$ cat src/source/risc_pkg.sv
package risc_pkg;

    localparam int INSTR_W = 12;
    localparam int DATA_W  = 8;
    localparam int FILE_AW = 5;

    // Special file addresses, 9 and up are general registers
    localparam logic [FILE_AW-1:0] STATUS_ADDR = 5'd3;
    localparam logic [FILE_AW-1:0] IN0_ADDR    = 5'd5;
    localparam logic [FILE_AW-1:0] IN1_ADDR    = 5'd6;
    localparam logic [FILE_AW-1:0] OUT0_ADDR   = 5'd7;
    localparam logic [FILE_AW-1:0] OUT1_ADDR   = 5'd8;

    localparam int Z_BIT = 2;
    localparam int C_BIT = 0;

    localparam logic [9:0] CTRL_ADDR = 10'h200;  // Run register, program words below

    typedef enum logic [4:0] {
        ALU_NOP, ALU_ADD, ALU_SUB, ALU_AND, ALU_OR, ALU_XOR,
        ALU_COM, ALU_INC, ALU_DEC, ALU_ROR, ALU_ROL, ALU_SWAP,
        ALU_PASS_A, ALU_PASS_B, ALU_ZERO, ALU_BSF, ALU_BCF
    } alu_op_e;

    typedef enum logic [1:0] {PC_NEXT, PC_GOTO, PC_RET} pc_ctl_e;

    typedef enum logic [1:0] {STK_NOP, STK_PUSH, STK_POP} stk_op_e;

    typedef enum logic [1:0] {BR_NONE, BR_ON_ZERO, BR_ON_NONZERO} branch_e;

    typedef enum logic {A_W, A_BIT_MASK} a_sel_e;

    typedef enum logic {B_FILE, B_LITERAL} b_sel_e;

endpackage

$ cat src/source/alu.sv
`timescale 1ns/10ps
module alu (
    input  logic                         clk,
    input  logic                         core_rst,
    input  risc_pkg::alu_op_e            alu_op,
    input  risc_pkg::a_sel_e             a_sel,
    input  risc_pkg::b_sel_e             b_sel,
    input  logic [2:0]                   bit_sel,
    input  logic [risc_pkg::DATA_W-1:0]  literal,
    input  logic [risc_pkg::DATA_W-1:0]  file_data,
    input  logic                         carry_in,
    input  logic                         w_we,
    output logic [risc_pkg::DATA_W-1:0]  result,
    output logic                         carry_out,
    output logic                         zero
);
    import risc_pkg::*;

    logic [DATA_W-1:0] w_reg;
    logic [DATA_W-1:0] op_a;
    logic [DATA_W-1:0] op_b;

    assign op_a = (a_sel == A_W) ? w_reg : (DATA_W'(1) << bit_sel);
    assign op_b = (b_sel == B_FILE) ? file_data : literal;
    assign zero = (result == '0);

    always_comb
    begin
        carry_out = carry_in;
        case (alu_op)
            ALU_ADD:    {carry_out, result} = {1'b0, op_b} + {1'b0, op_a};
            ALU_SUB:    {carry_out, result} = {1'b1, op_b} - {1'b0, op_a};  // C is not-borrow
            ALU_AND:    result = op_a & op_b;
            ALU_OR:     result = op_a | op_b;
            ALU_XOR:    result = op_a ^ op_b;
            ALU_COM:    result = ~op_b;
            ALU_INC:    result = op_b + 1'b1;
            ALU_DEC:    result = op_b - 1'b1;
            ALU_ROR:    {carry_out, result} = {op_b[0], carry_in, op_b[DATA_W-1:1]};
            ALU_ROL:    {carry_out, result} = {op_b, carry_in};
            ALU_SWAP:   result = {op_b[3:0], op_b[7:4]};
            ALU_PASS_A: result = op_a;
            ALU_PASS_B: result = op_b;
            ALU_BSF:    result = op_a | op_b;
            ALU_BCF:    result = ~op_a & op_b;
            default:    result = '0;
        endcase
    end

    always_ff @(posedge clk)
    begin
        if (core_rst)
            w_reg <= '0;
        else if (w_we)
            w_reg <= result;
    end

endmodule

$ cat config.mk
export PLATFORM = sky130hd
export DESIGN_NAME = alu
export DESIGN_NICKNAME = d
export VERILOG_FILES = /design/src/source/risc_pkg.sv /design/src/source/alu.sv
export SDC_FILE = /design/constraint.sdc
export NUM_CORES = 1
export LEC_CHECK = 0
export ABC_AREA = 0
export CAP_MARGIN = 40
export CORE_UTILIZATION = 45
export CTS_CLUSTER_DIAMETER = 60
export CTS_CLUSTER_SIZE = 16
export DETAILED_ROUTE_END_ITERATION = 16
export DONT_BUFFER_PORTS = 1
export GPL_TIMING_DRIVEN = 0
export PLACE_DENSITY_LB_ADDON = 0.08
export SLEW_MARGIN = 15
export SYNTH_ARGS = -nofsm -noshare
export SYNTH_HDL_FRONTEND = slang
export SYNTH_SLANG_ARGS = --single-unit
$ cat constraint.sdc
create_clock -name clk -period 8.6 [get_ports clk]
set_input_delay 0.43 -clock clk [delete_from_list [all_inputs] [get_ports clk]]
set_output_delay 0.43 -clock clk [all_outputs]
set_load 0.01 [all_outputs]
==> impl_metrics.ini <==
[run_status]
status = completed

[placed_design]
numPortBuffers = 0
gp_congestion = 1.016
hpwl_um = 7046
dpl-instance-area_sq_um = 2774

[timing]
tightestPinTransition_ns = 0.7673
period_needed_ns = 4.569
hold_viol = 0
setup_viol = 0
slew_headroom_pct = 47.38
slew_viol_final = 0
post-route-period-util_pct = 53.12
max_freq_mhz = 218.9
finClkSkew_ns = 0.001132
rsz0062_at_grt = false
tns_ns = 0

[synthesis]
yosys-top-cells-area = ha_1, dfxtp_1, nor2_1, a211oi_1, inv_1
synth_edf_count = 0
synth_flop_cell = dfxtp_1
synth-seq-area-share_pct = 5.990
yosysTopAreaCell = ha_1
synth_top_area_share_pct = 13.57
ys_async_sr_fraction_pct = 0
syn_inst = 374
synthesis.nets = 436
syn-cell-area_sq_um = 2674
ys_warn_count = 0
synth.ff_latch_count = 8
synth.distinct_cells = 79
syn_avg_cell_area_sq_um = 7.149

[die]
die-area_sq_um = 6254
core-area_sq_um = 5608
die-width_um = 79.09
start_util_pct = 47.68
rows = 27
fp.dieH_um = 79.09
io_pins = 40

[pwr]
p_leak_uw = 0.001186
p_per_area_nw_per_um2 = 87.12
peakVddDrop_mv = 0.1040

[global_routing]
antenna_found_initial = 0
grt_max_degree = 11
grt_pass1_wl_um = 14260
grt_usage_pct = 29.78
gr-total-overflow = 0
grt_pass1_vias = 2868

[worst_setup_path]
critPathTopFamily = simple AND/OR/NAND/NOR gates
cp_cell_sequence = buf_6 > mux2i_2 > clkinv_1 > ha_1 > fa_1 > a21o_1 > a21oi_1 > nor2_1 > or3_1 > a211o_1 > or4_4 > nor4b_4
start_kind = primary input
cp_num_cells = 12
crit_buf_inv = 2
path_max_fanout = 9
endpoint_kind = output pin
r2r_cells = 12
critical-path-max-stage-delay_ns = 0.51
arrival_ns = 4.14
critPathSlowestCell = mux2i_2
path_class = primary input to output pin
required_ns = 8.17

[layout]
final_cell_mix = nor2_1, ha_1, inv_1
fin_area_sq_um = 2815
fin_nets = 443
areaGrowthSynthToFinish_pct = 5.288
drive_gt1_share_pct = 8.971
n_fill_cell = 588
fin_util_pct = 50.20
antenna_cells = 0
largest_reg_flops = 8
mostFrequentLayoutCell = nor2_1

[route]
ant_nets = 0
vias = 2958
firstDrtPassIters = 6
drc_errors = 0
vias_per_cell = 6.559
routed_wl_um = 8865
avgRoutedWirePerCell_um = 19.66
drt-initial-drc-count = 313

[cts]
cts_root_buf = clkbuf_8
cts_tree = yes
clockBufferDepth = 2
ctsResizeCount = 0
cts-buffers-inserted = 3
htreeDepth = 1
cts.clk_slew.worst_paths_ns = 0.04
post-cts-setup-buffers = 0
ctsHoldBuffers = 0
clkLatencyLatePin_ns = 0.23
numClockSinks = 8

[run]
drv_cap = 0

[hold_path]
min_path_type = primary input to flop
hold_depth = 2
-- final timing paths --
kind	startpoint	end	slack, ns
max	b_sel	zero	4.03
min reg2reg	w_reg[4]	w_reg[4]	0.47
min	w_we	w_reg[6]	0.37
max reg2reg	w_reg[2]	w_reg[7]	5.49
-- report_power, final --
part           leakage, uW  switching, uW  internal, uW
clock            0.0000216           15.3          30.3
combinational      0.00110            100          57.2
sequential       0.0000663           1.59          40.6
total              0.00119            117           128
-- synthesized netlist by cell type, drive strengths merged (5+ instances only) --
library cell  number
a21o               7
mux2i              5
nor2              41
a211oi            15
dfxtp              8
ha                29
nand2             20
a21oi             20
mux2               7
clkbuf             9
a211o              5
a31oi              5
nand2b            13
nor3              20
o21ai             22
or3                5
nand3              6
buf               10
inv               28
-- cell families (layout without fill, tap and decap cells) --
group                      after synthesis  after routing  share of synthesized area [%]
and+or+nand+nor                        147            147                          31.31
AOI/OAI and AO/OA                      119            119                          31.59
buffers and inverters                   50             55                          7.721
adders and majority gates               32             32                          15.82
muxes                                   13             13                          5.942
DFF                                      8              8                          5.990
xor gates and xnor gates                 5              5                          1.638
-- routing by layer --
metal / track usage, % / wire length [um] / up-vias
met5: 0 / 0 / -
met4: 14.18 / 266 / 0
met3: 3.793 / 696 / 27
met2: 50.00 / 4089 / 121
met1: 37.42 / 3813 / 1394
li1: - / - / 1416
-- through the flow --
| step | setup slack (ns) | std cells | total power [uW] | hold WS [ns] |
|---|---|---|---|---|
| CTS | 4.080 | 451 | 243.4 | 0.3754 |
| global placement | 4.085 | 446 | 195.7 | 0.4589 |
| floorplan | 4.620 | 374 | 161.5 | 0.4440 |
| global route | 3.859 | 451 | 264.4 | 0.3931 |
| detailed placement | 4.094 | 448 | 196.8 | 0.4620 |
| finish | 4.031 | 451 | 245.3 | 0.3704 |
-- layout make-up --
type | count | area, sq um | share of cell area (%)
timing repair buffer | 2 | 10.01 | 0.3556
clock buffer | 3 | 41.29 | 1.467
tap | 72 | 90.09 | 3.200
inverter | 31 | 121.4 | 4.311
buffer | 19 | 85.08 | 3.022
sequential | 8 | 160.2 | 5.689
multi-input combinational | 316 | 2307 | 81.96
Note: power is estimated with default switching activity, not from simulation.
