==> config.mk <==
export PLATFORM = sky130hd
export DESIGN_NAME = pc_stack
export DESIGN_NICKNAME = d
export VERILOG_FILES = /design/src/source/risc_pkg.sv /design/src/source/pc_stack.sv
export SDC_FILE = /design/constraint.sdc
export NUM_CORES = 1
export LEC_CHECK = 0
export BUFFER_PORTS_ARGS = -buffer_cell sky130_fd_sc_hd__buf_2
export CORE_MARGIN = 5
export CORE_UTILIZATION = 48
export DETAILED_ROUTE_END_ITERATION = 10
export PLACE_DENSITY = 0.81
export SYNTH_ARGS = -nofsm -noshare
export SYNTH_HDL_FRONTEND = slang
export SYNTH_SLANG_ARGS = --single-unit
==> constraint.sdc <==
create_clock -name clk -period 2 [get_ports clk]
set_clock_uncertainty 0.05 [all_clocks]
set_input_delay 0.4 -clock clk [delete_from_list [all_inputs] [get_ports clk]]
set_output_delay 0.4 -clock clk [all_outputs]
set_load 0.01 [all_outputs]
==> src/source/risc_pkg.sv <==
package risc_pkg;

    localparam int INSTR_W = 12;
    localparam int DATA_W  = 8;
    localparam int FILE_AW = 5;

    // Special file addresses, 9 and up are general registers
    localparam logic [FILE_AW-1:0] STATUS_ADDR = 5'd3;
    localparam logic [FILE_AW-1:0] IN0_ADDR    = 5'd5;
    localparam logic [FILE_AW-1:0] IN1_ADDR    = 5'd6;
    localparam logic [FILE_AW-1:0] OUT0_ADDR   = 5'd7;
    localparam logic [FILE_AW-1:0] OUT1_ADDR   = 5'd8;

    localparam int Z_BIT = 2;
    localparam int C_BIT = 0;

    localparam logic [9:0] CTRL_ADDR = 10'h200;  // Run register, program words below

    typedef enum logic [4:0] {
        ALU_NOP, ALU_ADD, ALU_SUB, ALU_AND, ALU_OR, ALU_XOR,
        ALU_COM, ALU_INC, ALU_DEC, ALU_ROR, ALU_ROL, ALU_SWAP,
        ALU_PASS_A, ALU_PASS_B, ALU_ZERO, ALU_BSF, ALU_BCF
    } alu_op_e;

    typedef enum logic [1:0] {PC_NEXT, PC_GOTO, PC_RET} pc_ctl_e;

    typedef enum logic [1:0] {STK_NOP, STK_PUSH, STK_POP} stk_op_e;

    typedef enum logic [1:0] {BR_NONE, BR_ON_ZERO, BR_ON_NONZERO} branch_e;

    typedef enum logic {A_W, A_BIT_MASK} a_sel_e;

    typedef enum logic {B_FILE, B_LITERAL} b_sel_e;

endpackage

==> src/source/pc_stack.sv <==
`timescale 1ns/10ps
module pc_stack #(
    parameter int PC_W        = 9,
    parameter int STACK_DEPTH = 2
) (
    input  logic               clk,
    input  logic               core_rst,
    input  risc_pkg::pc_ctl_e  pc_ctl,
    input  risc_pkg::stk_op_e  stk_op,
    input  logic [PC_W-1:0]    jump_target,
    input  logic               skip,
    output logic [PC_W-1:0]    fetch_addr
);
    import risc_pkg::*;

    logic [PC_W-1:0] pc;        // Address of the word in decode
    logic [PC_W-1:0] pc_inc;
    logic [PC_W-1:0] stack [STACK_DEPTH];

    assign pc_inc = pc + 1'b1;

    always_comb
    begin
        if (core_rst)
            fetch_addr = '0;
        else if (skip)
            fetch_addr = pc_inc;  // Squashed word has no PC effect
        else
        begin
            case (pc_ctl)
                PC_GOTO: fetch_addr = jump_target;
                PC_RET:  fetch_addr = stack[0];
                default: fetch_addr = pc_inc;
            endcase
        end
    end

    always_ff @(posedge clk)
    begin
        if (core_rst)
            pc <= '0;
        else
            pc <= fetch_addr;
    end

    // Shift stack, top at entry 0
    always_ff @(posedge clk)
    begin
        if (!core_rst && !skip)
        begin
            case (stk_op)
                STK_PUSH:
                begin
                    stack[0] <= pc_inc;
                    for (int i = 1; i < STACK_DEPTH; i++)
                        stack[i] <= stack[i-1];
                end
                STK_POP:
                begin
                    for (int i = 0; i < STACK_DEPTH - 1; i++)
                        stack[i] <= stack[i+1];
                end
                default:
                begin
                end
            endcase
        end
    end

endmodule

==> out/qor.csv, run 1 <==
stage;metric;value;unit
drt;wire_per_inst;22.5;um
layout;nets;185;
grt;antenna_found_initial;0;
drt;route.detailed.drc;0;
drt;vias;1267;
sta;tns;-0.953;ns
layout;layout_commonest_cell;buf_4;
drt;viasPerCell;6.50;
power_and_ir_drop;p_leak;0.762;nW
clock_tree;cts_buffer_depth;2;
sta;drv_slew;0;
place;port_buffers;24;
run_status;failed_checks;negative setup slack;
layout;antenna_cells;0;
grt;grt_overflow;0;
sta;fin_crit_sh;1.10;
clock_tree;cts_tree;done;
floorplan;core_area;0.00252;mm2
sta;whs;0.431;ns
synthesis;syn_nets;129;
synthesis;syn_area_per_cell;11.7;um2
setup_path;worst-setup-path-type;flip-flop to primary output;
power_and_ir_drop;ir_drop;0.000581;V
floorplan;row_count;18;
setup_path;required;1.55;ns
setup_path;crit_chain;buf_4 > nand3_1 > or3_4 > a311oi_4 > buf_2;
drt;first_pass_iters;4;
layout;multiInputGateArea;791;um2
sta;worstMarginPinSlew;0.413;ns
clock_tree;clockRootBuffer;clkbuf_4;
setup_path;crit_arrival;1.75;ns
place;place_congestion;0.796;
min_path;min_path_type;input pin to flip-flop;
clock_tree;insertion_delay;0.34;ns
layout;nFillCells;146;
layout;ff_latch_area;736;um2
power_and_ir_drop;p_per_area;624;mW/mm2
layout;stdcell_area;0.00201;mm2
clock_tree;clk_pin_slew;0.15;ns
place;dp.cells;179;
synthesis;yosys_warnings;0;
grt;grt_pass1_wl;6.18;mm
clock_tree;cts_buffers;3;
setup_path;slowest_delay;0.39;ns
setup_path;crit_fanout;4;
place;dpl_cell_area;0.00166;mm2
sta;fin_ws;-0.200;ns
sta;rsz0062_at_grt;yes;
synthesis;ys_types;27;
sta;max_freq;0.455;GHz
floorplan;die_area;0.00383;mm2
drt;drtIter0Drc;75;
layout;area_growth;55.4;%
place;dp_hpwl;2.31;mm
synthesis;synth-seq-cells;27;
floorplan;die_w;61.9;um
synthesis;ys_seq_area_frac;0.558;
synthesis;syn_inst;110;
drt;wl;4.38;mm
synthesis;syn_area;0.00129;mm2
sta;hold_viol_final;0;
clock_tree;ctsHoldBuffers;0;
setup_path;crit_slowest_cell;dfxtp_2;
layout;stdcell_count;195;
layout;mostFrequentLayoutCells;buf_4 (29), buf_2 (22), edfxtp_1 (18), nor2_1 (8), buf_6 (6);
sta;slew_headroom;0.722;
setup_path;start_kind;flip-flop;
layout;drive_gt1_frac;0.624;
clock_tree;clock-sinks;27;
flow_run;maxCapViolations;0;
clock_tree;h-tree-depth;1;
floorplan;start_util;0.512;
sta;finalSetupViolCount;7;
run_status;status;complete, but fails checks;
grt;grt_pass1_vias;1263;
grt;grt_max_degree;19;
drt;antenna_left;0;
floorplan;chipHeight;61.9;um
floorplan;boundaryPins;25;
sta;period_needed;2.20;ns
setup_path;end_kind;primary output;
grt;grtUsageTotal;0.222;
layout;final_util;0.796;
==> per-layer routing <==
| metal | wire length [um] | vias up | track usage |
|---|---|---|---|
| met5 | 0 | - | 0 |
| met4 | 189 | 0 | 0.0909 |
| met3 | 225 | 19 | 0.0310 |
| met2 | 2170 | 57 | 0.371 |
| met1 | 1800 | 628 | 0.289 |
| li1 | - | 563 | - |
==> registers in the layout, indices dropped and copies added, names as in the netlist <==
signal and cells:
pc 9, stack 18
==> critical path: cells and delay by family (launching register included) <==
family,cells,cell delay (ns)
DFF,1,0.39
AOI/OAI and AO/OA,1,0.21
buffers and inverters,2,0.32
and+or+nand+nor,2,0.49
==> synthesized netlist by cell type, drive strengths merged <==
| cell | n | area, um2 |
|---|---|---|
| nand3 | 5 | 25.0 |
| dfxtp | 9 | 180 |
| edfxtp | 18 | 541 |
| inv | 5 | 18.8 |
| or3 | 4 | 35.0 |
| o21ai | 4 | 20.0 |
| ha | 3 | 37.5 |
| a211oi | 10 | 75.1 |
| a21oi | 4 | 20.0 |
| mux2 | 1 | 15.0 |
| nand4 | 1 | 12.5 |
| xnor2 | 1 | 8.76 |
| clkbuf | 3 | 11.3 |
| a311oi | 8 | 70.1 |
| nor2 | 8 | 30.0 |
| xor2 | 2 | 17.5 |
| or2 | 1 | 6.26 |
| nand2 | 2 | 7.51 |
| buf | 6 | 36.3 |
| a31oi | 4 | 25.0 |
| a221oi | 9 | 78.8 |
| or4b | 2 | 20.0 |
==> where the power goes <==
part	switching [W]	internal, W
clock network	0.000175	0.0000787
logic	0.000171	0.000165
registers	0.0000318	0.000631
==> final timing paths <==
path	start	to	slack (ns)	depth (start not counted)
max	pc[2]$_SDFF_PP0_	fetch_addr[5]	-0.20	5
min	jump_target[4]	pc[4]$_SDFF_PP0_	0.43	3
max reg2reg	pc[2]$_SDFF_PP0_	pc[5]$_SDFF_PP0_	0.40	5
min reg2reg	stack[0][8]$_DFFE_PP_	stack[1][8]$_DFFE_PP_	0.45	0
==> stage by stage <==
stage	worst slack, ns	total power [W]
after floorplan	0.00856	0.000808
after global placement	-0.222	0.000895
after detailed placement	-0.280	0.000905
after CTS	-0.123	0.00120
after global routing	-0.262	0.00129
final	-0.200	0.00125
==> logic make-up (layout without fill, tap and decap cells) <==
kind of cell               Yosys count  in the layout  synth area share
DFF                                 27             27             0.558
xor gates and xnor gates             3              3            0.0204
and+or+nand+nor                     23             26             0.106
adders and majority gates            3              3            0.0291
muxes                                1              1            0.0116
buffers and inverters               14             66            0.0514
AOI/OAI and AO/OA                   39             39             0.224
==> final cells by class <==
type,count,share of cell area
multi-input cells,72,0.394
flip-flops and latches,27,0.367
repair buffers,57,0.197
well taps,30,0.0187
clock buffers,4,0.0131
inverters,5,0.0106
==> what timing repair did <==
item	CTS	global route
pin swaps	9	8
endpoints found under the setup margin	9	9
resized for setup	32	13
gates cloned	2	1
buffers inserted	4	5
No activity file was read; power rests on OpenSTA's default activity.
==> run 2, diff against run 1 <==
CELL_PAD_IN_SITES_DETAIL_PLACEMENT = 0   (was not set)
CELL_PAD_IN_SITES_GLOBAL_PLACEMENT = 1   (was not set)
CORE_UTILIZATION = 38   (was 48)
PLACE_DENSITY = 0.8   (was 0.81)
==> run 2 against run 1 <==
  * The flow still finishes with violations (negative setup slack)
  * Non-clock buffer count up 2
  * Combinational power up 3%
  * Utilization down 16 points
  * Hold slack better by 0.018 ns
  * Register-to-register slack better by 0.08 ns
  * Worst setup slack better by 0.067 ns
  * Die area up 22%
  * Global-route usage down 4.4 points
  * Critical path depth unchanged
  * Via count down 8.7%
  * Critical endpoint is now fetch_addr[8]
  * Highest routed layer unchanged
==> out/qor.csv, run 2 (synthesis results as in run 1) <==
stage;metric;value;unit
run_status;status;complete, but fails checks;
run_status;failed_checks;negative setup slack;
sta;finalSetupViolCount;5;
drt;vias;1157;
grt;grt_max_degree;19;
clock_tree;clk_pin_slew;0.14;ns
sta;whs;0.449;ns
place;place_congestion;0.771;
sta;worstMarginPinSlew;0.408;ns
setup_path;end_kind;primary output;
power_and_ir_drop;ir_drop;0.000326;V
min_path;min_path_type;flip-flop to flip-flop;
sta;period_needed;2.13;ns
place;port_buffers;24;
grt;antenna_found_initial;0;
setup_path;regToRegSetupSlack;0.48;ns
grt;grt_overflow;0;
layout;top_regs;stack (18), pc (9);
grt;grt_pass1_wl;6.08;mm
sta;fin_ws;-0.132;ns
power_and_ir_drop;p_int;0.000889;W
clock_tree;clock-sinks;27;
layout;nFillCells;273;
sta;hold_viol_final;0;
sta;slew_headroom;0.725;
clock_tree;insertion_delay;0.32;ns
sta;tns;-0.445;ns
layout;mostFrequentLayoutCells;buf_4 (25), buf_2 (22), edfxtp_1 (18), buf_6 (9), nor2_1 (8);
grt;grtUsageTotal;0.178;
floorplan;boundaryPins;25;
setup_path;ff2ff_path_depth;5;
sta;max_freq;0.469;GHz
power_and_ir_drop;p_per_area;595;mW/mm2
sta;fin_crit_sh;1.07;
floorplan;chipHeight;68.3;um
flow_run;maxCapViolations;0;
layout;largest_reg_flops;18;
min_path;hold_depth;0;
setup_path;worst-setup-path-type;flip-flop to primary output;
setup_path;start_kind;flip-flop;
clock_tree;cts_tree;done;
floorplan;die_area;0.00466;mm2
drt;antenna_left;0;
floorplan;die_w;68.3;um
layout;layout_commonest_cell;buf_4;
sta;rsz0062_at_grt;yes;
clock_tree;clockRootBuffer;clkbuf_4;
setup_path;crit_arrival;1.68;ns
clock_tree;h-tree-depth;1;
drt;first_pass_iters;4;
power_and_ir_drop;p_sw;0.000357;W
drt;drtIter0Drc;59;
power_and_ir_drop;switching_share;0.287;
setup_path;crit_fanout;3;
power_and_ir_drop;power.combinational.fraction;0.277;
grt;grt_pass1_vias;1207;
layout;top_register;stack;
clock_tree;cts_buffers;3;
power_and_ir_drop;p_leak;0.791;nW
sta;drv_slew;0;
drt;route.detailed.drc;0;
place;dp_hpwl;2.27;mm
drt;viasPerCell;5.43;
drt;wl;3.86;mm
layout;nets;187;
power_and_ir_drop;pwr-share-seq;0.530;
floorplan;row_count;21;
layout;drive_gt1_frac;0.635;
setup_path;required;1.55;ns
clock_tree;cts_buffer_depth;2;
floorplan;core_area;0.00331;mm2
power_and_ir_drop;clkPwrFrac;0.193;
layout;antenna_cells;0;
clock_tree;ctsHoldBuffers;0;
layout;area_growth;62.3;%
drt;wire_per_inst;18.1;um
floorplan;start_util;0.390;
-- run 2: cell types whose count changed in the layout (fill, tap and decap cells not counted), moves of 2 or more --
cell / delta
dfxtp_2: -2
buf_4: -4
dfxtp_4: +2
buf_12: +2
buf_6: +3
-- run 2: area by class of cell --
class / instances / area, um2 / area share
clock buffer: 4 / 26.3 / 0.0125
inverter: 5 / 21.3 / 0.0101
multi-input combinational: 72 / 796 / 0.380
sequential: 27 / 741 / 0.353
tap: 46 / 57.6 / 0.0275
timing repair buffer: 59 / 454 / 0.217
-- run 2: final timing paths --
kind	end	from
setup / recovery	fetch_addr[8]	pc[0]$_SDFF_PP0_
hold reg to reg	stack[1][7]$_DFFE_PP_	stack[0][7]$_DFFE_PP_
setup reg to reg	pc[8]$_SDFF_PP0_	pc[0]$_SDFF_PP0_
hold / removal	stack[1][7]$_DFFE_PP_	stack[0][7]$_DFFE_PP_
-- run 2: routing by layer --
layer,global-route usage,wire length [um],vias to the layer above
met5,0,0,-
met4,0.0496,39,0
met3,0.0148,72,4
met2,0.329,2100,16
met1,0.219,1650,577
li1,-,-,560
-- run 2: critical path, cell delays in order, from the launching register on --
cell	delay (ns)
dfxtp_4	0.40
ha_4	0.15
nand3_2	0.09
or3_4	0.35
a311oi_2	0.20
buf_2	0.17
-- run 2: what timing repair did --
item	CTS	global route
setup buffers	9	1
pin swaps	11	8
cloned	2	1
endpoints found under the setup margin	9	9
resized for setup	37	14
-- run 2: per-stage QoR --
stage | total power, W | worst slack [ns] | area (um2) | std cells | utilization
after floorplan | 0.000808 | 0.00856 | 1400 | 110 | -
after global placement | 0.000906 | -0.212 | 1720 | 196 | 0.519
after detailed placement | 0.000913 | -0.232 | 1720 | 196 | 0.519
after CTS | 0.00121 | -0.120 | 1990 | 211 | 0.602
after global routing | 0.00130 | -0.202 | 2100 | 213 | 0.633
final | 0.00125 | -0.132 | 2100 | 213 | 0.633
-- run 2: power groups by stage --
stage	registers, W	clock network, W	logic [W]
global route	0.000663	0.000260	0.000372
detailed placement	0.000662	0	0.000251
floorplan	0.000660	0	0.000148
finish	0.000660	0.000241	0.000345
global placement	0.000660	0	0.000246
CTS	0.000658	0.000242	0.000311
