`src/source/risc_pkg.sv`:
```
package risc_pkg;

    localparam int INSTR_W = 12;
    localparam int DATA_W  = 8;
    localparam int FILE_AW = 5;

    // Special file addresses, 9 and up are general registers
    localparam logic [FILE_AW-1:0] STATUS_ADDR = 5'd3;
    localparam logic [FILE_AW-1:0] IN0_ADDR    = 5'd5;
    localparam logic [FILE_AW-1:0] IN1_ADDR    = 5'd6;
    localparam logic [FILE_AW-1:0] OUT0_ADDR   = 5'd7;
    localparam logic [FILE_AW-1:0] OUT1_ADDR   = 5'd8;

    localparam int Z_BIT = 2;
    localparam int C_BIT = 0;

    localparam logic [9:0] CTRL_ADDR = 10'h200;  // Run register, program words below

    typedef enum logic [4:0] {
        ALU_NOP, ALU_ADD, ALU_SUB, ALU_AND, ALU_OR, ALU_XOR,
        ALU_COM, ALU_INC, ALU_DEC, ALU_ROR, ALU_ROL, ALU_SWAP,
        ALU_PASS_A, ALU_PASS_B, ALU_ZERO, ALU_BSF, ALU_BCF
    } alu_op_e;

    typedef enum logic [1:0] {PC_NEXT, PC_GOTO, PC_RET} pc_ctl_e;

    typedef enum logic [1:0] {STK_NOP, STK_PUSH, STK_POP} stk_op_e;

    typedef enum logic [1:0] {BR_NONE, BR_ON_ZERO, BR_ON_NONZERO} branch_e;

    typedef enum logic {A_W, A_BIT_MASK} a_sel_e;

    typedef enum logic {B_FILE, B_LITERAL} b_sel_e;

endpackage

```
`src/source/file_regs.sv`:
```
`timescale 1ns/10ps
module file_regs (
    input  logic                          clk,
    input  logic                          core_rst,
    input  logic [risc_pkg::FILE_AW-1:0]  file_addr,
    input  logic                          file_we,
    input  logic                          z_we,
    input  logic                          c_we,
    input  logic [risc_pkg::DATA_W-1:0]   result,
    input  logic                          carry_out,
    input  logic                          zero,
    input  logic [risc_pkg::DATA_W-1:0]   in0,
    input  logic [risc_pkg::DATA_W-1:0]   in1,
    output logic [risc_pkg::DATA_W-1:0]   file_data,
    output logic                          carry_in,
    output logic [risc_pkg::DATA_W-1:0]   out0,
    output logic [risc_pkg::DATA_W-1:0]   out1
);
    import risc_pkg::*;

    localparam int GPR_BASE = OUT1_ADDR + 1;

    logic [DATA_W-1:0] gpr [GPR_BASE:2**FILE_AW-1];
    logic [DATA_W-1:0] status;
    logic              is_gpr;

    assign is_gpr   = (file_addr >= GPR_BASE);
    assign carry_in = status[C_BIT];

    // Read on the execute-stage address
    always_comb
    begin
        case (file_addr)
            STATUS_ADDR: file_data = status;
            IN0_ADDR:    file_data = in0;
            IN1_ADDR:    file_data = in1;
            OUT0_ADDR:   file_data = out0;
            OUT1_ADDR:   file_data = out1;
            default:     file_data = is_gpr ? gpr[file_addr] : '0;
        endcase
    end

    always_ff @(posedge clk)
    begin
        if (file_we && is_gpr)
            gpr[file_addr] <= result;
    end

    always_ff @(posedge clk)
    begin
        if (core_rst)
        begin
            status <= '0;
            out0   <= '0;
            out1   <= '0;
        end
        else
        begin
            if (file_we && file_addr == STATUS_ADDR)
                status <= result;  // Direct write beats flag update
            else
            begin
                if (z_we)
                    status[Z_BIT] <= zero;
                if (c_we)
                    status[C_BIT] <= carry_out;
            end
            if (file_we && file_addr == OUT0_ADDR)
                out0 <= result;
            if (file_we && file_addr == OUT1_ADDR)
                out1 <= result;
        end
    end

endmodule

```
`config.mk`:
```
export PLATFORM = sky130hd
export DESIGN_NAME = file_regs
export DESIGN_NICKNAME = d
export VERILOG_FILES = /design/src/source/risc_pkg.sv /design/src/source/file_regs.sv
export SDC_FILE = /design/constraint.sdc
export NUM_CORES = 1
export LEC_CHECK = 0
export BUFFER_PORTS_ARGS = -buffer_cell sky130_fd_sc_hd__buf_2
export CAP_MARGIN = 20
export CORE_UTILIZATION = 45
export CTS_CLUSTER_DIAMETER = 50
export DETAILED_ROUTE_END_ITERATION = 8
export PLACE_DENSITY = 0.63
export SLEW_MARGIN = 10
export SYNTH_ARGS = -nofsm -noshare
export SYNTH_HDL_FRONTEND = slang
export SYNTH_SLANG_ARGS = --single-unit
```
`constraint.sdc`:
```
create_clock -name clk -period 2 [get_ports clk]
set_input_delay 0.1 -clock clk [delete_from_list [all_inputs] [get_ports clk]]
set_output_delay 0.1 -clock clk [all_outputs]
set_load 0.005 [all_outputs]
```
==> results.cfg, run 1 <==
[status]
status = finished, violations left
violations = setup timing

[critical_path]
end_kind = output pin
arrival_ns = 1.98
worstPathRequired_ns = 1.90
worst_setup_path_start_kind = register
worst-setup-path-type = register to output pin
cp_max_fo = 1

[clock_network]
post_cts_buffers = 0
clk_latency_ns = 0.51
cts_buffers = 26
root_buffer = clkbuf_16
clk_pin_slew_ns = 0.06
cts_tree = yes
cts_max_level = 1
clock-sinks = 208
clockBufferDepth = 3

[power]
power_density_nw_per_um2 = 947
p_leak_nw = 3.59
vdd_drop_max_mv = 0.779

[global_routing]
grt_use_total = 0.207
antenna_found_initial = 0
grt_overflow_total = 0
grt_pass1_wl_um = 30200
grt_max_degree = 37
grt_pass1_vias = 4942

[timing]
maxSlewHeadroom = 0.611
holdWs_ns = 0.103
fmax_mhz = 481
finalSetupTns_ns = -0.436
tightest_slew_ns = 0.584
hold_violations = 0
fin_crit_ns = 2.08
setup_slack_ns = -0.0797
setup_viol = 8
clock_skew_ns = 0
finalCritPeriodShare = 1.04
maxSlewViolCount = 0
rsz0062_at_grt = true

[detailed_routing]
drtIter0Drc = 343
firstDrtPassIters = 5
ant_nets = 0
drc = 0
routedWlPerCell_um = 23.0
drt-total-wl_um = 19500
via_per_inst = 5.71
num_vias = 4852

[synth]
synth-simple-area-share = 0.0581
yosys.area_share.xor_xnor = 0
seq_area_frac_synth = 0.707
synth.net_count = 530
ys_types = 41
ys_warn_count = 0
yosys_most_used_dff = edfxtp_1
synth_compound_area_frac = 0.0534
synth-edff-count = 184
synth_area_um2 = 8490
netlist.area_leader.share = 0.651
async_flop_share = 0
synth.avg_cell_area_um2 = 17.2
yosys.area.top_type = edfxtp_1
synthMuxAreaShare = 0.154
synth_top_family_by_area = multiplexers
synth-adder-area-share = 0
netlist_instances = 494
synth.area.top_cells = edfxtp_1 65%, mux4_2 9.8%, dfxtp_1 5.7%
yosys_register_bits = 208

[finish]
areaGrowthSynthToFinish_pct = 20.7
final_common_cell = edfxtp_1
final_cell_count_no_fill = 849
diodes = 0
nets = 636
final_cell_mix = 184 x edfxtp_1, 63 x nor2_1, 59 x buf_2, 42 x mux2i_1, 42 x buf_4
stdcell_area_um2 = 10200
layout-drive-gt1-share = 0.329

[place]
dp_slack_ns = -0.154
place.port_buffers = 60
gp_routability_congestion = 0.871
dp.cells = 796
placed_cell_area_um2 = 9270
place_hpwl_um = 12700

[die]
start_util = 0.466
num_io_pins = 61
row_count = 49
die_w_um = 139
dieArea_um2 = 19400
coreArea_um2 = 18200
fp.dieH_um = 139

[hold_path]
hold_path.class = primary input to register

[flow_run]
cap_violations = 0
cell type report:
class / count / area (um^2)
fillers: 1382 / 7960
flip-flops and latches: 208 / 6010
multi-input cells: 246 / 2370
repair buffers: 110 / 741
clock buffers: 35 / 716
well taps: 229 / 287
clock inverters: 13 / 98.8
inverters: 8 / 30.0
synthesized netlist by cell type (4+ instances only):
cell type / number
nand2b_1: 12
o21a_1: 7
buf_6: 6
nor2_1: 63
nand2_1: 4
mux4_2: 37
buf_2: 8
edfxtp_1: 184
mux2i_1: 42
a21oi_1: 15
o22ai_1: 15
o32ai_1: 7
buf_4: 7
a2111oi_0: 7
inv_1: 8
clkbuf_1: 9
dfxtp_1: 24
a22oi_1: 8
flip-flops by register name, indices dropped and copies added, names as in the netlist:
register and count:
status 8, out1 8, gpr 184, out0 8
logic make-up after synthesis:
| logic type | Yosys count |
|---|---|
| buf+inv | 40 |
| simple gates | 100 |
| flops | 208 |
| compound gates | 65 |
| mux | 81 |
per-stage QoR:
| step | total power, mW | utilization |
|---|---|---|
| floorplan | 5.19 | - |
| global placement | 5.44 | 0.509 |
| detailed placement | 5.46 | 0.509 |
| CTS | 9.77 | 0.562 |
| global route | 10.0 | 0.563 |
| finish | 9.70 | 0.563 |
report_power, final:
group | total, mW | internal (mW) | switching, mW | leakage [nW]
Combinational | 0.616 | 0.258 | 0.357 | 1.35
Clock | 4.30 | 2.54 | 1.76 | 0.393
Sequential | 4.79 | 4.78 | 0.0142 | 1.85
Total | 9.70 | 7.58 | 2.13 | 3.59
worst paths after layout:
path               from           end  slack, ns  depth (start not counted)
min reg2reg   status[6]     status[6]       0.51                          2
min           result[3]    gpr[23][3]       0.10                          1
max reg2reg   status[0]     status[0]       0.69                          3
max          gpr[31][5]  file_data[5]      -0.08                          5
worst max-delay path, stage by stage, from the launching register on:
cell and delay, ns:
edfxtp_1 0.37, mux4_2 0.49, o22ai_2 0.21, o21a_1 0.20, a21oi_1 0.06, buf_2 0.13
repair_timing:
item | in CTS | in global routing
hold endpoints to repair | 18 | 0
setup endpoints to repair | 8 | 8
pin swaps | 11 | 4
cloned | 0 | 0
resized for setup | 19 | 5
hold buffers | 5 | 0
routing by layer:
metal  share of wire  routed length [um]  GRT usage  vias up
li1                -                   -          -     2193
met1            0.45                8690      0.297     2453
met2            0.48                9280      0.332      169
met3           0.055                1080     0.0310       37
met4           0.025                 480     0.0573        0
met5               0                   0          0        -
No activity file was read; power rests on OpenSTA's default activity.
==> run 2: changes to the inputs <==
--- a/config.mk
+++ b/config.mk
@@ -7,6 +7,7 @@
 export LEC_CHECK = 0
 export BUFFER_PORTS_ARGS = -buffer_cell sky130_fd_sc_hd__buf_2
 export CAP_MARGIN = 20
+export CORE_ASPECT_RATIO = 1.1
 export CORE_UTILIZATION = 45
 export CTS_CLUSTER_DIAMETER = 50
 export DETAILED_ROUTE_END_ITERATION = 8
==> results.cfg, run 2 (synthesis results as in run 1) <==
[timing]
tightest_slew_ns = 0.820
fmax_mhz = 482
hold_violations = 0
finalSetupTns_ns = -0.279
setup_viol = 8
maxSlewHeadroom = 0.452
maxSlewViolCount = 0
clock_skew_ns = 0
fin_crit_ns = 2.07
rsz0062_at_grt = true
finalCritPeriodShare = 1.04
setup_slack_ns = -0.0731

[detailed_routing]
via_per_inst = 5.69
ant_nets = 0
routedWlPerCell_um = 22.9
drt-total-wl_um = 19500
drc = 0
drtIter0Drc = 321
num_vias = 4846
firstDrtPassIters = 4

[finish]
seqCellArea_um2 = 6010
fillers = 1432
top_register = gpr
final_cell_mix = 184 x edfxtp_1, 63 x nor2_1, 59 x buf_2, 42 x mux2i_1, 40 x buf_4
final_core_util = 0.551
multiInputGateArea_um2 = 2380
areaGrowthSynthToFinish_pct = 19.6
nets = 629
largest_reg_flops = 184
final_common_cell = edfxtp_1
diodes = 0
layout-drive-gt1-share = 0.319

[global_routing]
grt_pass1_vias = 4942
grt_use_total = 0.208
grt_overflow_total = 0
antenna_found_initial = 0
grt_max_degree = 31
grt_pass1_wl_um = 29800

[hold_path]
hold_path.class = primary input to register

[power]
p_int_mw = 7.41
vdd_drop_max_mv = 0.625
power_density_nw_per_um2 = 928
pwr-share-comb = 0.065
p_seq_frac = 0.508
p_sw_mw = 2.01
p_leak_nw = 3.53
swShare = 0.214
power.share.clock = 0.427

[clock_network]
root_buffer = clkbuf_16
cts_tree = yes
cts_buffers = 22
clockBufferDepth = 3
cts_max_level = 1
clk_latency_ns = 0.50
clk_pin_slew_ns = 0.06
clock-sinks = 208

[die]
dieArea_um2 = 19400
num_io_pins = 61
die_w_um = 133
row_count = 52
start_util = 0.461
coreArea_um2 = 18400
fp.dieH_um = 146

[critical_path]
arrival_ns = 1.97
worstPathRequired_ns = 1.90
cp_max_fo = 1
worst_setup_path_start_kind = register
worst-setup-path-type = register to output pin
end_kind = output pin

[place]
gp_routability_congestion = 0.926
place.port_buffers = 60
place_hpwl_um = 12500

[status]
status = finished, violations left
violations = setup timing

[flow_run]
cap_violations = 0
run 2: cell count changes in the layout (fill, tap and decap cells not counted), sizes merged:
cell | previous run | this run
clkbuf | 35 | 27
inv | 12 | 9
buf | 105 | 103
bufinv | 0 | 2
clkinv | 7 | 9
clkinvlp | 2 | 1
dlygate4sd3 | 5 | 4
run 2: worst paths after layout:
| path | slack [ns] | from | to | depth (start not counted) |
|---|---|---|---|---|
| worst max-delay path | -0.07 | gpr[31][1] | file_data[1] | 5 |
| worst min register to register | 0.50 | status[6] | status[6] | 2 |
| worst max register to register | 0.70 | status[0] | status[0] | 3 |
| worst min-delay path | 0.03 | core_rst | out0[0] | 2 |
run 2: repair_timing:
action                                  CTS  global route
endpoints found under the setup margin    8             8
buffers inserted                          0             0
hold buffers                              4             0
gates resized for setup                  15             4
hold endpoints to repair                  2             0
pin swaps                                 3             0
run 2: metrics by stage:
| step | instance area [um^2] | hold WS [ns] | setup WS, ns | std cells | total power, mW |
|---|---|---|---|---|---|
| floorplan | 8490 | 0.172 | 0.283 | 494 | 5.19 |
| CTS | 10100 | 0.00880 | -0.0694 | 852 | 9.47 |
| detailed placement | 9270 | 0.468 | 0.0783 | 808 | 5.45 |
| finish | 10200 | 0.0278 | -0.0731 | 852 | 9.42 |
| global route | 10200 | 0.0167 | -0.122 | 852 | 9.72 |
| global placement | 9270 | 0.460 | 0.0767 | 808 | 5.44 |
run 2: routing by layer:
metal  global-route usage  part of all wire  vias to the layer above
met4               0.0678             0.025                        0
met2                0.340              0.49                      178
li1                     -                 -                     2166
met5                    0                 0                        -
met1                0.284              0.42                     2475
met3               0.0365             0.069                       27
run 2: layout make-up:
class / count / share of cell area
clock buffer: 27 / 0.0582
clock inverter: 13 / 0.0128
inverter: 8 / 0.00296
multi-input combinational: 246 / 0.234
sequential: 208 / 0.592
tap: 243 / 0.0299
timing repair buffer: 107 / 0.0705
run 2: power by group through the flow:
stage / Clock, mW / Sequential, mW / Combinational [mW]
2_1_floorplan: 0 / 4.88 / 0.313
3_3_place_gp: 0 / 4.88 / 0.568
3_5_place_dp: 0 / 4.88 / 0.574
4_1_cts: 4.08 / 4.79 / 0.606
5_1_grt: 4.28 / 4.79 / 0.656
6_report: 4.02 / 4.79 / 0.612
run 2: worst max-delay path: stages (launching register included):
cell,delay (ns)
edfxtp_1,0.38
mux4_2,0.50
o22ai_2,0.21
o21a_1,0.19
a21oi_1,0.06
buf_2,0.14
==> run 3: changes to the inputs <==
--- a/config.mk
+++ b/config.mk
@@ -6,12 +6,12 @@
 export NUM_CORES = 1
 export LEC_CHECK = 0
 export BUFFER_PORTS_ARGS = -buffer_cell sky130_fd_sc_hd__buf_2
-export CAP_MARGIN = 20
 export CORE_ASPECT_RATIO = 1.1
 export CORE_UTILIZATION = 45
-export CTS_CLUSTER_DIAMETER = 50
+export CTS_CLUSTER_DIAMETER = 30
 export DETAILED_ROUTE_END_ITERATION = 8
 export PLACE_DENSITY = 0.63
+export RECOVER_POWER = 25
 export SLEW_MARGIN = 10
 export SYNTH_ARGS = -nofsm -noshare
 export SYNTH_HDL_FRONTEND = slang
==> results.cfg, run 3 (synthesis results as in run 1) <==
[status]
status = finished, violations left
violations = setup timing

[global_routing]
antenna_found_initial = 0
grt_use_total = 0.212
grt_max_degree = 31
grt_overflow_total = 0
grt_pass1_wl_um = 30200
grt_pass1_vias = 5054

[flow_run]
cap_violations = 0

[finish]
final_core_util = 0.577
nets = 641
final_cell_mix = 184 x edfxtp_1, 63 x nor2_1, 53 x buf_2, 42 x mux2i_1, 40 x buf_4
diodes = 0
largest_reg_flops = 184
final_common_cell = edfxtp_1
areaGrowthSynthToFinish_pct = 25.1
layout-drive-gt1-share = 0.341
final_cell_count_no_fill = 873
top_register = gpr

[clock_network]
cts_max_level = 2
cts_tree = yes
clockBufferDepth = 3
clock-sinks = 208
clk_pin_slew_ns = 0.05
root_buffer = clkbuf_16
cts_buffers = 34
clk_latency_ns = 0.50

[die]
fp.dieH_um = 146
row_count = 52
start_util = 0.461
num_io_pins = 61
dieArea_um2 = 19400
die_w_um = 133
coreArea_um2 = 18400

[critical_path]
arrival_ns = 1.97
crit_slowest_cell = mux4_2
cp_max_fo = 1
worst-setup-path-type = register to output pin
critPathMaxStageDelay_ns = 0.49
worst_setup_path_start_kind = register
worstPathRequired_ns = 1.90
crit_chain = mux4_2 > o22ai_1 > o21a_1 > a21oi_1 > buf_2
end_kind = output pin

[detailed_routing]
num_vias = 4903
drtIter0Drc = 336
drt-total-wl_um = 19800
routedWlPerCell_um = 22.7
ant_nets = 0
via_per_inst = 5.62
drc = 0
firstDrtPassIters = 4

[timing]
hold_violations = 0
clock_skew_ns = 0
rsz0062_at_grt = true
maxSlewHeadroom = 0.0972
fin_crit_ns = 2.07
setup_slack_ns = -0.0716
finalCritPeriodShare = 1.04
finalSetupTns_ns = -0.346
setup_viol = 8
tightest_slew_ns = 1.35
fmax_mhz = 483
maxSlewViolCount = 0

[place]
dp.cells = 808
dp_slack_ns = 0.0783
place_hpwl_um = 12500
gp_routability_congestion = 0.926
place.port_buffers = 60

[hold_path]
hold_path.class = primary input to register

[power]
p_leak_nw = 3.74
finalPower_mw = 11.5
power_density_nw_per_um2 = 1080
vdd_drop_max_mv = 0.615
-- run 3: final timing paths --
check | start | endpoint | slack [ns] | depth (start not counted)
worst max-delay path | gpr[29][4] | file_data[4] | -0.07 | 5
worst min register to register | status[6] | status[6] | 0.50 | 2
worst max register to register | status[0] | status[0] | 0.64 | 3
worst min-delay path | core_rst | out0[0] | 0.03 | 2
-- run 3: what timing repair did --
action | 4_1_cts | 5_1_grt
pin swaps | 1 | 2
gates resized for setup | 14 | 8
endpoints found under the hold margin | 2 | 0
hold buffers | 4 | 0
setup endpoints to repair | 8 | 8
buffers inserted | 0 | 0
-- run 3: layer usage --
metal  wire (um)  track usage  vias up
li1            -            -     2193
met3        1370       0.0448       33
met1        8230        0.285     2494
met4         466       0.0736        0
met2        9720        0.344      183
met5           0            0        -
-- run 3: layout make-up --
class	count	area, um^2
Clock buffer	35	855
Tap cell	243	304
Timing Repair Buffer	107	708
Sequential cell	208	6010
Fill cell	1392	7790
Inverter	8	30.0
Clock inverter	26	343
Multi-Input combinational cell	246	2380
-- run 3: report_power, final --
part	switching (mW)	internal (mW)	leakage, nW	total (mW)
clock network	2.01	4.04	0.581	6.05
registers	0.0137	4.78	1.85	4.80
logic	0.359	0.256	1.31	0.614
total	2.38	9.08	3.74	11.5
-- run 3: through the flow --
stage	area, um^2	hold slack (ns)
floorplan	8490	0.172
detailed placement	9270	0.468
global route	10600	0.0371
CTS	10600	0.0151
global placement	9270	0.460
finish	10600	0.0328
-- run 3: worst max-delay path: cells and delay by family (launching register included) --
kind                   cells  cell delay, ns
AO/OA/AOI/OAI              3            0.48
buffers and inverters      1            0.14
flip-flops                 1            0.36
multiplexers               1            0.49
